--- src/hdl/scope_bus_pkg.sv ---
/*
 * Register bus definitions
 * Request bundle of the four-phase req/ack bus and the register map
 */

package scope_bus_pkg;

    typedef logic [9:0] bus_addr_t;
    typedef logic [31:0] bus_data_t;

    // Held stable by the master for as long as req is high
    typedef struct packed {
        logic      write;
        bus_addr_t addr;
        bus_data_t wdata;
    } bus_req_t;

    // Writing 1 to bit 0 arms a capture
    localparam bus_addr_t reg_control = 10'h000;

    localparam bus_addr_t reg_mode = 10'h001;
    localparam bus_addr_t reg_level = 10'h002;
    localparam bus_addr_t reg_channel = 10'h003;
    localparam bus_addr_t reg_trigger_point = 10'h004;

    // Read only status word with state in bits 2:0 and done in bit 8
    localparam bus_addr_t reg_status = 10'h005;

    // Record index i of the captured buffer is read at buffer_base + i
    localparam bus_addr_t buffer_base = 10'h100;

endpackage

--- src/hdl/scope_types_pkg.sv ---
/*
 * Scope datapath types
 * Sample and level widths, trigger modes, the configuration bundle,
 * the detector output bundle and the capture state encoding
 */

package scope_types_pkg;

    // One ADC sample, treated as unsigned everywhere
    typedef logic [15:0] sample_t;

    // Trigger threshold, compared unsigned against sample_t
    typedef logic [15:0] level_t;

    // Index of the channel that drives the trigger
    typedef logic [7:0] channel_t;

    // Number of samples kept ahead of the trigger sample
    typedef logic [15:0] trig_point_t;

    // Edge selection of the trigger, where encoding 3 is unused and never fires
    typedef enum logic [1:0] {
        rising  = 2'd0,
        falling = 2'd1,
        both    = 2'd2
    } trig_mode_t;

    // Configuration driven by the register block
    typedef struct packed {
        trig_mode_t  mode;
        level_t      level;
        channel_t    channel;
        trig_point_t trigger_point;
    } scope_cfg_t;

    // Registered output of the detector, one entry per accepted sample
    typedef struct packed {
        logic    valid;
        sample_t data;
        logic    trigger;
    } det_sample_t;

    // Capture sequencer states, also visible in the status register
    typedef enum logic [2:0] {
        idle     = 3'd0,
        pretrig  = 3'd1,
        armed    = 3'd2,
        posttrig = 3'd3,
        done     = 3'd4
    } capture_state_t;

endpackage

--- src/hdl/capture_control.sv ---
/*
 * Capture sequencer
 * Fills the pre-trigger part, waits for the first trigger, fills the
 * post-trigger part and publishes the record origin for readout
 */

`timescale 1ns/1ps

module capture_control #(
    parameter int buffer_depth = 256
) (
    input  logic                              clock,
    input  logic                              rst_n,
    input  logic                              arm,
    input  scope_types_pkg::scope_cfg_t       cfg,
    input  scope_types_pkg::det_sample_t      det,
    output logic                              wr_en,
    output logic                              clear,
    input  logic [$clog2(buffer_depth)-1:0]   wr_addr,
    output scope_types_pkg::capture_state_t   state,
    output logic [$clog2(buffer_depth)-1:0]   start_addr
);

    import scope_types_pkg::*;

    localparam int addr_w = $clog2(buffer_depth);
    localparam logic [addr_w-1:0] last_index = addr_w'(buffer_depth - 1);

    logic [addr_w-1:0] tp_eff;
    logic [addr_w-1:0] tp_lat;
    logic [addr_w-1:0] post_len;
    logic [addr_w-1:0] count;
    logic [addr_w-1:0] trig_addr;
    logic start;

    // A trigger point beyond the buffer leaves one slot for the trigger itself
    assign tp_eff = (cfg.trigger_point >= buffer_depth) ? last_index :
                    cfg.trigger_point[addr_w-1:0];

    // Samples still owed after the trigger sample
    assign post_len = last_index - tp_lat;

    // Arm only counts while no capture is running
    assign start = arm && ((state == idle) || (state == done));
    assign clear = start;

    assign wr_en = (state == pretrig) || (state == armed) || (state == posttrig);

    always_ff @(posedge clock) begin
        if (!rst_n) begin
            state <= idle;
            count <= '0;
            tp_lat <= '0;
            trig_addr <= '0;
        end else begin
            case (state)
                idle, done: begin
                    if (start) begin
                        // The trigger point is frozen for the whole capture
                        tp_lat <= tp_eff;
                        count <= '0;
                        state <= (tp_eff == '0) ? armed : pretrig;
                    end
                end
                pretrig: begin
                    // Triggers seen here are ignored on purpose
                    if (det.valid) begin
                        if (count == tp_lat - 1'b1) begin
                            count <= '0;
                            state <= armed;
                        end else begin
                            count <= count + 1'b1;
                        end
                    end
                end
                armed: begin
                    // The buffer keeps rolling until the first trigger sample
                    if (det.valid && det.trigger) begin
                        trig_addr <= wr_addr;
                        count <= '0;
                        state <= (post_len == '0) ? done : posttrig;
                    end
                end
                posttrig: begin
                    if (det.valid) begin
                        if (count == post_len - 1'b1) begin
                            state <= done;
                        end else begin
                            count <= count + 1'b1;
                        end
                    end
                end
                default: state <= idle;
            endcase
        end
    end

    // Index 0 of the record lies trigger_point slots before the trigger
    assign start_addr = trig_addr - tp_lat;

endmodule

--- src/hdl/sample_buffer.sv ---
/*
 * Capture sample memory
 * Circular store of the trigger channel with a wrapping write pointer
 * and a one-cycle registered read port
 */

`timescale 1ns/1ps

module sample_buffer #(
    parameter int buffer_depth = 256
) (
    input  logic                              clock,
    input  logic                              rst_n,
    input  logic                              clear,
    input  logic                              wr_en,
    input  scope_types_pkg::det_sample_t      det,
    output logic [$clog2(buffer_depth)-1:0]   wr_addr,
    input  logic [$clog2(buffer_depth)-1:0]   rd_addr,
    output scope_types_pkg::sample_t          rd_data
);

    import scope_types_pkg::*;

    localparam int addr_w = $clog2(buffer_depth);

    sample_t mem [buffer_depth];
    logic [addr_w-1:0] wr_ptr;
    logic write;

    // Only samples the detector marked valid enter the record
    assign write = wr_en && det.valid;

    // The pointer wraps by overflow since the depth is a power of two
    always_ff @(posedge clock) begin
        if (!rst_n) begin
            wr_ptr <= '0;
        end else if (clear) begin
            wr_ptr <= '0;
        end else if (write) begin
            wr_ptr <= wr_ptr + 1'b1;
        end
    end

    always_ff @(posedge clock) begin
        if (write) mem[wr_ptr] <= det.data;
    end

    // Read port is free running; the bus waits one cycle for it
    always_ff @(posedge clock) begin
        rd_data <= mem[rd_addr];
    end

    // Control snoops the pointer to learn where the trigger sample lands
    assign wr_addr = wr_ptr;

endmodule

--- src/hdl/scope_registers.sv ---
/*
 * Scope register block
 * Four-phase bus slave holding the trigger configuration, issuing the
 * arm pulse, reporting status and reading the capture record in time order
 */

`timescale 1ns/1ps

module scope_registers #(
    parameter int n_channels = 6,
    parameter int buffer_depth = 256
) (
    input  logic                              clock,
    input  logic                              rst_n,
    input  scope_bus_pkg::bus_req_t           bus_req,
    input  logic                              req,
    output logic                              ack,
    output scope_bus_pkg::bus_data_t          rdata,
    input  scope_types_pkg::capture_state_t   state,
    input  logic [$clog2(buffer_depth)-1:0]   start_addr,
    output scope_types_pkg::scope_cfg_t       cfg,
    output logic                              arm,
    output logic [$clog2(buffer_depth)-1:0]   rd_addr,
    input  scope_types_pkg::sample_t          rd_data
);

    import scope_types_pkg::*;
    import scope_bus_pkg::*;

    localparam int addr_w = $clog2(buffer_depth);

    // Buffer reads spend one extra cycle in fetch for the memory latency
    typedef enum logic [1:0] {
        bus_wait,
        bus_fetch,
        bus_hold
    } bus_state_t;

    bus_state_t bus_state;
    scope_cfg_t cfg_q;
    logic cfg_open;
    logic in_window;
    bus_data_t reg_value;
    bus_data_t status_word;

    // Configuration is only writable while no capture is running
    assign cfg_open = (state == idle) || (state == done);

    assign in_window = (bus_req.addr >= buffer_base) &&
                       (bus_req.addr < buffer_base + buffer_depth);

    // Record index 0 sits at start_addr, the sum wraps modulo the depth
    assign rd_addr = start_addr + addr_w'(bus_req.addr - buffer_base);

    // Channel count in bits 23:16 lets software size its channel field
    assign status_word = {8'h00, 8'(n_channels), 7'b0, (state == done), 5'b0, state};

    always_comb begin
        reg_value = '0;
        case (bus_req.addr)
            reg_mode:          reg_value = bus_data_t'(cfg_q.mode);
            reg_level:         reg_value = bus_data_t'(cfg_q.level);
            reg_channel:       reg_value = bus_data_t'(cfg_q.channel);
            reg_trigger_point: reg_value = bus_data_t'(cfg_q.trigger_point);
            reg_status:        reg_value = status_word;
            default:           reg_value = '0;
        endcase
    end

    always_ff @(posedge clock) begin
        if (!rst_n) begin
            bus_state <= bus_wait;
            arm <= 1'b0;
            cfg_q <= '{mode: rising, level: '0, channel: '0, trigger_point: '0};
        end else begin
            arm <= 1'b0;
            case (bus_state)
                bus_wait: begin
                    if (req) begin
                        if (!bus_req.write && in_window) begin
                            bus_state <= bus_fetch;
                        end else begin
                            bus_state <= bus_hold;
                        end
                        // Register writes take effect on the edge that raises ack
                        if (bus_req.write) begin
                            case (bus_req.addr)
                                reg_control: arm <= bus_req.wdata[0] && cfg_open;
                                reg_mode: begin
                                    if (cfg_open) begin
                                        cfg_q.mode <= trig_mode_t'(bus_req.wdata[1:0]);
                                    end
                                end
                                reg_level: begin
                                    if (cfg_open) cfg_q.level <= bus_req.wdata[15:0];
                                end
                                reg_channel: begin
                                    if (cfg_open) cfg_q.channel <= bus_req.wdata[7:0];
                                end
                                reg_trigger_point: begin
                                    if (cfg_open) cfg_q.trigger_point <= bus_req.wdata[15:0];
                                end
                                default: ;
                            endcase
                        end
                    end
                end
                // rd_data now holds the word addressed in the previous cycle
                bus_fetch: bus_state <= bus_hold;
                bus_hold: begin
                    if (!req) bus_state <= bus_wait;
                end
                default: bus_state <= bus_wait;
            endcase
        end
    end

    // Read data is captured once per access and then held while ack is high
    always_ff @(posedge clock) begin
        if (bus_state == bus_wait && req && !bus_req.write && !in_window) begin
            rdata <= reg_value;
        end else if (bus_state == bus_fetch) begin
            rdata <= bus_data_t'(rd_data);
        end
    end

    assign ack = (bus_state == bus_hold);
    assign cfg = cfg_q;

endmodule

--- src/hdl/scope_top.sv ---
/*
 * Oscilloscope trigger and capture core
 * Joins the register block, trigger detector, sample memory and sequencer
 */

`timescale 1ns/1ps

module scope_top #(
    parameter int n_channels = 6,
    parameter int buffer_depth = 256
) (
    input  logic                                        clock,
    input  logic                                        rst_n,
    input  scope_types_pkg::sample_t [n_channels-1:0]   samples,
    input  logic                                        sample_valid,
    input  scope_bus_pkg::bus_req_t                     bus_req,
    input  logic                                        req,
    output logic                                        ack,
    output scope_bus_pkg::bus_data_t                    rdata,
    output logic                                        trigger,
    output logic                                        capture_done
);

    import scope_types_pkg::*;

    localparam int addr_w = $clog2(buffer_depth);

    scope_cfg_t cfg;
    logic arm;
    capture_state_t state;
    logic [addr_w-1:0] start_addr;
    logic [addr_w-1:0] rd_addr;
    logic [addr_w-1:0] wr_addr;
    sample_t rd_data;
    det_sample_t det;
    logic wr_en;
    logic clear;

    scope_registers #(
        .n_channels  (n_channels),
        .buffer_depth(buffer_depth)
    ) u_scope_registers (
        .clock     (clock),
        .rst_n     (rst_n),
        .bus_req   (bus_req),
        .req       (req),
        .ack       (ack),
        .rdata     (rdata),
        .state     (state),
        .start_addr(start_addr),
        .cfg       (cfg),
        .arm       (arm),
        .rd_addr   (rd_addr),
        .rd_data   (rd_data)
    );

    trigger_detector #(
        .n_channels(n_channels)
    ) u_trigger_detector (
        .clock       (clock),
        .rst_n       (rst_n),
        .arm         (arm),
        .samples     (samples),
        .sample_valid(sample_valid),
        .cfg         (cfg),
        .det         (det)
    );

    sample_buffer #(
        .buffer_depth(buffer_depth)
    ) u_sample_buffer (
        .clock  (clock),
        .rst_n  (rst_n),
        .clear  (clear),
        .wr_en  (wr_en),
        .det    (det),
        .wr_addr(wr_addr),
        .rd_addr(rd_addr),
        .rd_data(rd_data)
    );

    capture_control #(
        .buffer_depth(buffer_depth)
    ) u_capture_control (
        .clock     (clock),
        .rst_n     (rst_n),
        .arm       (arm),
        .cfg       (cfg),
        .det       (det),
        .wr_en     (wr_en),
        .clear     (clear),
        .wr_addr   (wr_addr),
        .state     (state),
        .start_addr(start_addr)
    );

    // Every crossing is reported, whatever the capture state
    assign trigger = det.valid && det.trigger;
    assign capture_done = (state == done);

endmodule

--- src/hdl/trigger_detector.sv ---
/*
 * Trigger detector
 * Picks the configured channel and flags level crossings against the
 * previously accepted sample of that channel
 */

`timescale 1ns/1ps

module trigger_detector #(
    parameter int n_channels = 6
) (
    input  logic                                        clock,
    input  logic                                        rst_n,
    input  logic                                        arm,
    input  scope_types_pkg::sample_t [n_channels-1:0]   samples,
    input  logic                                        sample_valid,
    input  scope_types_pkg::scope_cfg_t                 cfg,
    output scope_types_pkg::det_sample_t                det
);

    import scope_types_pkg::*;

    sample_t selected;
    sample_t prev_data;
    sample_t det_data;
    logic prev_valid;
    logic cross_up;
    logic cross_down;
    logic crossing;
    logic det_valid;
    logic det_trigger;

    // A channel index past the last input falls back to channel 0
    always_comb begin
        if (cfg.channel < n_channels) begin
            selected = samples[cfg.channel];
        end else begin
            selected = samples[0];
        end
    end

    // Rising means leaving the band at or below the level, falling means entering it
    assign cross_up = (prev_data <= cfg.level) && (selected > cfg.level);
    assign cross_down = (prev_data > cfg.level) && (selected <= cfg.level);

    always_comb begin
        case (cfg.mode)
            rising:  crossing = cross_up;
            falling: crossing = cross_down;
            both:    crossing = cross_up || cross_down;
            default: crossing = 1'b0;
        endcase
    end

    // Arm forgets the history of the selected channel, while a sample
    // arriving together with arm becomes the new reference
    always_ff @(posedge clock) begin
        if (!rst_n) begin
            prev_valid <= 1'b0;
        end else if (sample_valid) begin
            prev_valid <= 1'b1;
        end else if (arm) begin
            prev_valid <= 1'b0;
        end
    end

    always_ff @(posedge clock) begin
        if (sample_valid) prev_data <= selected;
    end

    always_ff @(posedge clock) begin
        if (!rst_n) begin
            det_valid <= 1'b0;
            det_trigger <= 1'b0;
        end else begin
            det_valid <= sample_valid;
            // The sample seen together with arm has no usable predecessor
            det_trigger <= sample_valid && prev_valid && !arm && crossing;
        end
    end

    always_ff @(posedge clock) begin
        det_data <= selected;
    end

    assign det = '{valid: det_valid, data: det_data, trigger: det_trigger};

endmodule

--- config.mk ---
export PLATFORM = sky130hd
export DESIGN_NAME = scope_top
export DESIGN_NICKNAME = d
export VERILOG_FILES = /design/src/hdl/scope_bus_pkg.sv /design/src/hdl/scope_types_pkg.sv /design/src/hdl/capture_control.sv /design/src/hdl/sample_buffer.sv /design/src/hdl/scope_registers.sv /design/src/hdl/scope_top.sv /design/src/hdl/trigger_detector.sv
export SDC_FILE = /design/constraint.sdc
export NUM_CORES = 2
export LEC_CHECK = 0
export ABC_AREA = 1
export BUFFER_PORTS_ARGS = -buffer_cell sky130_fd_sc_hd__buf_2
export CAP_MARGIN = 20
export CELL_PAD_IN_SITES_DETAIL_PLACEMENT = 0
export CELL_PAD_IN_SITES_GLOBAL_PLACEMENT = 1
export CORE_ASPECT_RATIO = 0.9
export CORE_MARGIN = 1
export CORE_UTILIZATION = 30
export CTS_CLUSTER_DIAMETER = 120
export DETAILED_ROUTE_END_ITERATION = 8
export PLACE_DENSITY_LB_ADDON = 0.1
export SLEW_MARGIN = 20
export SYNTH_ARGS = -nofsm -noshare
export SYNTH_HDL_FRONTEND = slang
export SYNTH_HIERARCHICAL = 1
export SYNTH_SLANG_ARGS = --single-unit
--- constraint.sdc ---
create_clock -name clock -period 5.5 [get_ports clock]
set_input_delay 0.825 -clock clock [delete_from_list [all_inputs] [get_ports clock]]
set_output_delay 0.825 -clock clock [all_outputs]
set_load 0.05 [all_outputs]
# Word level (Yosys, flattened, before mapping)
# Memory sizes are Yosys's and may differ from the RTL's. A register that Yosys moved wholly into a read port is not among the register bits.
# Cells that the tools add are included.
[totals]
ff_bits = 147
latchBits = 0
ramBits = 4096
romBits = 0
elab_cells = 134
mem_count = 1
[mem_list]
columns = ["memory", "depth", "width", "read_ports", "rd_clocked_by_memory_dff", "write_ports", "line_no", "text"]
rows = [
  ["u_sample_buffer.mem", 256, 16, 1, 1, 1, "sample_buffer.sv:26", "sample_t mem [buffer_depth];"],
]
[classes]
addsub = 8
mul = 0
div_mod_pow = 0
magnitude_cmp = 9
eq_ne = 24
n_shift = 0
mux = 32
bitwise = 1
n_reduce_logical = 42
[op_table]
columns = ["cell", "count"]
rows = [
  ["$pmux W19 S5", 1],
  ["$mux W32", 2],
  ["$mux W8", 7],
  ["$bmux W16 S3", 1],
  ["$gt A16 B16 Y1", 2],
  ["$le A16 B16 Y1", 2],
  ["$mux W16", 2],
  ["$pmux W8 S4", 1],
  ["$reduce_and A5 Y1", 5],
  ["$sub A8 B1 Y8 const B", 3],
  ["$mux W3", 7],
  ["$eq A10 B2 Y1 const B", 2],
  ["$eq A10 B3 Y1 const B", 2],
  ["$ne A2 B2 Y1 const B", 9],
  ["$add A8 B1 Y8 const B", 2],
  ["$eq A8 B8 Y1", 2],
  ["$ge A16 B9 Y1 const B", 1],
  ["$logic_not A8 Y1", 2],
  ["$logic_and A1 B1 Y1", 14],
  ["$pmux W3 S4", 1],
  ["$reduce_and A6 Y1", 2],
  ["$eq A10 B1 Y1 const B", 1],
  ["$ge A10 B9 Y1 const B", 1],
  ["$logic_not A10 Y1", 1],
  ["24 further kinds", 43],
]

# Logic depth before layout (Yosys ltp)
[logic_depth]
ltp_word = 8
ltp_mapped = 22
ltp_nobuf = 21

# Modules after synthesis
# Netlist, hierarchy kept.
[by_module_without_submodules]
columns = ["module", "n_inst", "cells_each", "area_each_um2"]
rows = [
  ["sample_buffer", 1, 13652, 165980.4],
  ["scope_registers", 1, 411, 3216.8],
  ["trigger_detector", 1, 397, 2890.3],
  ["capture_control", 1, 381, 2290.9],
  ["scope_top", 1, 5, 21.3],
]

# Worst setup path before layout
# No wires, ideal clock.
[synth_timing]
kind = "register to register"
start = "register u_trigger_detector.det_data[0]"
end = "memory u_sample_buffer/mem[0][0] in the netlist's numbering (data pin)"
setup_ns = 0.852
arrival_time_ns = 3.382
required_time_ns = 4.648
slack_ns = 1.266
path_stages_with_launch = 1
synth_period_minus_slack_ns = 4.234
path_cell_list = "dfxtp_1"
[synth_rtl]
columns = ["item", "line_no", "text"]
rows = [
  ["start: declaration", "trigger_detector.sv:25", "sample_t det_data;"],
  ["start signal: assignment", "trigger_detector.sv:83", "det_data <= selected;"],
  ["end: declaration", "sample_buffer.sv:26", ""],
]
# No word-level cell before the write port.

# Final worst setup path
[layout_timing]
start = "register u_capture_control.trig_addr[0]"
end = "register u_sample_buffer.rd_data[4] (read register of u_sample_buffer.mem)"
[layout_via]
elab_chain_cells = 2
[layout_rtl]
columns = ["item", "line_no", "text"]
rows = [
  ["start: declaration", "capture_control.sv:33", "logic [addr_w-1:0] trig_addr;"],
  ["start signal: assignment", "capture_control.sv:79", "trig_addr <= wr_addr;"],
  ["$sub A8 B8 Y8", "capture_control.sv:99", "assign start_addr = trig_addr - tp_lat;"],
  ["named net start_addr[1]", "scope_top.sv:31", "logic [addr_w-1:0] start_addr;"],
  ["$add A8 B8 Y8", "scope_registers.sv:53", "assign rd_addr = start_addr + addr_w'(bus_req.addr - buffer_base);"],
  ["named net rd_addr[1]", "scope_top.sv:32", "logic [addr_w-1:0] rd_addr;"],
  ["end: declaration", "sample_buffer.sv:19", "output scope_types_pkg::sample_t rd_data"],
]
# The timed path passes the listed nets, and every way through them passes these cells.
# A chain may end at the register's enable or synchronous reset.

==> out/summary.json <==
{
  "status": {
    "status": "finished clean"
  },
  "placed_design": {
    "portBuffers": 147,
    "dp_hpwl_um": 360000,
    "detailed_place.area_um2": 186000,
    "weighted_congestion_reported_at_the_end_of_routability_driven_placement": 0.808
  },
  "die": {
    "design.core.area_um2": 579000,
    "die-area_um2": 584000,
    "dieHeight_um": 725,
    "io_pins": 178,
    "rows": 265,
    "die_w_um": 806,
    "start_util_pct": 30.1
  },
  "detailed_routing": {
    "dr.first_iter.drc_count": 10000,
    "detail_route.drc_violations": 0,
    "avgViaCountPerCell": 4.88,
    "routed-via-count": 114000,
    "avgRoutedWirePerCell_um": 26.5,
    "totalWireLength_um": 616000,
    "post_route_antenna_net_violation_count": 0,
    "drt_pass1_iterations": 5
  },
  "pwr": {
    "power.density_nw_per_um2": 355,
    "seq_power_share_pct": 50.2,
    "leakage_power_nw": 70.0,
    "power.combinational.fraction_pct": 7.3,
    "power.switching_fraction_pct": 24.6,
    "power.ir.vdd_worst_mv": 0.286,
    "switching_power_total_w": 0.0176,
    "cell_internal_pwr_w": 0.0538,
    "clock_share_of_power_pct": 42.5
  },
  "global_routing": {
    "grt-ovfl-total": 0,
    "first_global_vias": 108000,
    "first_pass_grt_wire_length_um": 865000,
    "pin_count_of_the_biggest_net_entering_global_routing": 145,
    "grt_antenna_before_repair": 53,
    "groute.usage.overall_pct": 20.5
  },
  "yosys": {
    "synth_simple_gate_area_share_pct": 22.8,
    "synth.cells.most_frequent": "sky130_fd_sc_hd__nand2_1, sky130_fd_sc_hd__nand3_1, sky130_fd_sc_hd__edfxtp_1",
    "synth-compound-area-share_pct": 0.703,
    "yosys.cell_count.top_type": "sky130_fd_sc_hd__nand2_1",
    "synth_enable_flop_cells": 4129,
    "netlist_area_um2": 174000,
    "synth_sequential_area_ratio_pct": 72.4,
    "yosys_warnings": 6,
    "syn_avg_cell_area_um2": 11.7,
    "synthArstFlopShare_pct": 0,
    "synthesis.instances": 14800,
    "post_synth_fa_ha_maj_area_fraction_pct": 0.418,
    "synth_top_area_share_pct": 71.1,
    "synth_largest_area_cell": "sky130_fd_sc_hd__edfxtp_1",
    "postSynthRegisterBits": 4244,
    "synth_xor_area_share_pct": 0.105,
    "synth.area.mux_share_pct": 0,
    "synth_cell_type_count": 55,
    "synth_top_family_by_area": "simple AND/OR/NAND/NOR gates",
    "synth_flop_type": "sky130_fd_sc_hd__edfxtp_1",
    "yosys-top-cells-area": "sky130_fd_sc_hd__edfxtp_1, sky130_fd_sc_hd__nand3_1, sky130_fd_sc_hd__nand2_1"
  },
  "sta": {
    "relSlewSlack_pct": 18.5,
    "hold_viol_final": 0,
    "worstMarginPinSlew_ps": 1220,
    "maxSlewViolCount": 0,
    "max_clock_skew_ps": 69.5,
    "grt_setup_unrepaired": "false",
    "setup_tns_ps": 0,
    "finalWorstPathRequiredPeriod_ps": 5160,
    "setup_viol_count_final": 0,
    "final_worst_path_period_share_pct": 93.8,
    "fmax_ghz": 0.194
  },
  "clocking": {
    "cts-htree-levels": 5,
    "clock_tree_from_tritoncts": "done",
    "numCtsBuffers": 474,
    "cts.sinks": 4244,
    "number_of_buffers_inserted_to_repair_setup_after_cts": 0,
    "root_buffer": "sky130_fd_sc_hd__clkbuf_16",
    "clock_latency_ps": 1060,
    "clock_transition_at_the_registers_of_the_reported_paths_ps": 70,
    "cts.path.max_buffers": 4
  },
  "worst_hold_path": {
    "hold_class": "in2reg"
  },
  "critical_path": {
    "worst_setup_path_end_kind": "flop",
    "critPathLaunchType": "flop",
    "critical_path_peak_fanout": 41,
    "setup.worst_path.class": "reg2reg",
    "worst_ep_arrival_time_ps": 6110,
    "critical_path_required_time_ps": 6440
  },
  "final_layout": {
    "area_delta_synth_final_pct": 15.3,
    "final.fill_count": 57800,
    "final_nets": 15300,
    "finish.instance_area_um2": 201000,
    "drive_above_1_share_pct": 10.3
  },
  "run": {
    "timing.max_cap.violations": 0
  }
}
-- critical path, cell delays in order (launching register included) --
cell and delay (ps):
sky130_fd_sc_hd__dfxtp_1 310, sky130_fd_sc_hd__inv_1 70, sky130_fd_sc_hd__ha_1 210, sky130_fd_sc_hd__fa_1 530, sky130_fd_sc_hd__inv_1 90, sky130_fd_sc_hd__fa_4 820, sky130_fd_sc_hd__inv_8 500, sky130_fd_sc_hd__buf_12 290
sky130_fd_sc_hd__buf_12 310, sky130_fd_sc_hd__buf_4 360, sky130_fd_sc_hd__nand3_1 110, sky130_fd_sc_hd__nand3_1 100, sky130_fd_sc_hd__nand3_1 80, sky130_fd_sc_hd__nand3_1 500, sky130_fd_sc_hd__nand3_1 230, sky130_fd_sc_hd__nand3_1 140
sky130_fd_sc_hd__nand2_1 120, sky130_fd_sc_hd__nand2_1 100, sky130_fd_sc_hd__nand2_1 50
-- sequential cells by signal, summed over array words and instances (netlist names), 2 cells and up --
name,flops
u_capture_control/count,8
u_capture_control/trig_addr,8
u_sample_buffer/wr_addr,8
u_trigger_detector/det_data,16
u_sample_buffer/rd_data,16
u_sample_buffer/mem,4096
u_scope_registers/rdata,17
u_scope_registers/bus_state,2
u_scope_registers/cfg,42
u_trigger_detector/prev_data,16
u_capture_control/state,3
u_capture_control/tp_lat,8
-- power groups by stage --
stage	clock network (W)	logic (W)	registers [W]
after floorplan	0	0.00258	0.0367
after global placement	0	0.00528	0.0365
after detailed placement	0	0.00528	0.0365
after CTS	0.0312	0.00529	0.0358
after global routing	0.0323	0.00562	0.0358
final	0.0304	0.00520	0.0358
-- layer usage --
metal | vias to the layer above | share of wire, % | global-route usage [%]
met5 | - | 0 | 0
met2 | 2413 | 46 | 32.2
met3 | 681 | 4.7 | 2.63
met4 | 0 | 2.0 | 4.07
li1 | 53300 | - | -
met1 | 57200 | 47 | 30.3
-- through the flow --
step | utilization [%] | hold slack [ps] | std cells | power, W | setup WS (ps)
global placement | 32.2 | 456 | 22400 | 0.0418 | 359
finish | 34.7 | 111 | 23300 | 0.0714 | 339
CTS | 34.7 | 9.41 | 23300 | 0.0723 | 398
detailed placement | 32.2 | 466 | 22400 | 0.0418 | 435
global route | 34.7 | 56.3 | 23300 | 0.0737 | 95.1
floorplan | - | 433 | 14900 | 0.0393 | 1270
-- final timing paths --
path         depth (start not counted)  slack (ps)                                     to                                         from
max                                 18         340     u_sample_buffer/rd_data[4]$_DFF_P_  u_capture_control/trig_addr[0]$_SDFFE_PN0P_
min reg2reg                          2         470  u_scope_registers/cfg[9]$_SDFFE_PN0P_        u_scope_registers/cfg[9]$_SDFFE_PN0P_
min                                  3         110  u_scope_registers/cfg[3]$_SDFFE_PN0P_                                   bus_req[3]
max reg2reg                         18         340     u_sample_buffer/rd_data[4]$_DFF_P_  u_capture_control/trig_addr[0]$_SDFFE_PN0P_
-- cell type report --
cell class / count / area [µm²] / area share, %
Inverter: 189 / 766 / 0.381
Tap cell: 7743 / 9690 / 4.82
Sequential cell: 4244 / 126000 / 62.9
Antenna cell: 19 / 47.5 / 0.0237
Clock buffer: 637 / 12800 / 6.34
Multi-Input combinational cell: 9438 / 42500 / 21.2
Timing Repair Buffer: 773 / 7210 / 3.59
Clock inverter: 233 / 1700 / 0.843
-- cell usage in the layout (no fill, tap or decap), drive strengths merged, types with 2 or more instances in the layout --
cell            n
a211oi          6
a21o            2
a21oi          78
a31oi          17
buf           762
bufinv         17
clkbuf        637
clkinv        203
clkinvlp        4
conb           14
dfxtp         115
diode          19
dlygate4sd3    11
edfxtp       4129
fa              2
ha             55
inv           198
nand2        4526
nand3        4134
nand3b          2
nand4          12
nor2          424
nor3           20
o211ai         23
o21a            3
o21ai          74
o22ai           7
or2            14
xnor2           8
xor2           12
-- logic make-up after synthesis --
| family | Yosys count |
|---|---|
| adders and majority gates | 57 |
| other | 1 |
| DFF | 4244 |
| xor gates and xnor gates | 20 |
| and+or+nand+nor | 9135 |
| AOI/OAI and AO/OA | 212 |
| buffers and inverters | 1177 |
-- timing repair --
action / 4_1_cts / 5_1_grt
resized for setup: 0 / 0
endpoints found under the setup margin: 0 / 0
hold buffers: 11 / 0
endpoints found under the hold margin: 18 / 0
Note: power is estimated with default switching activity, not from simulation.
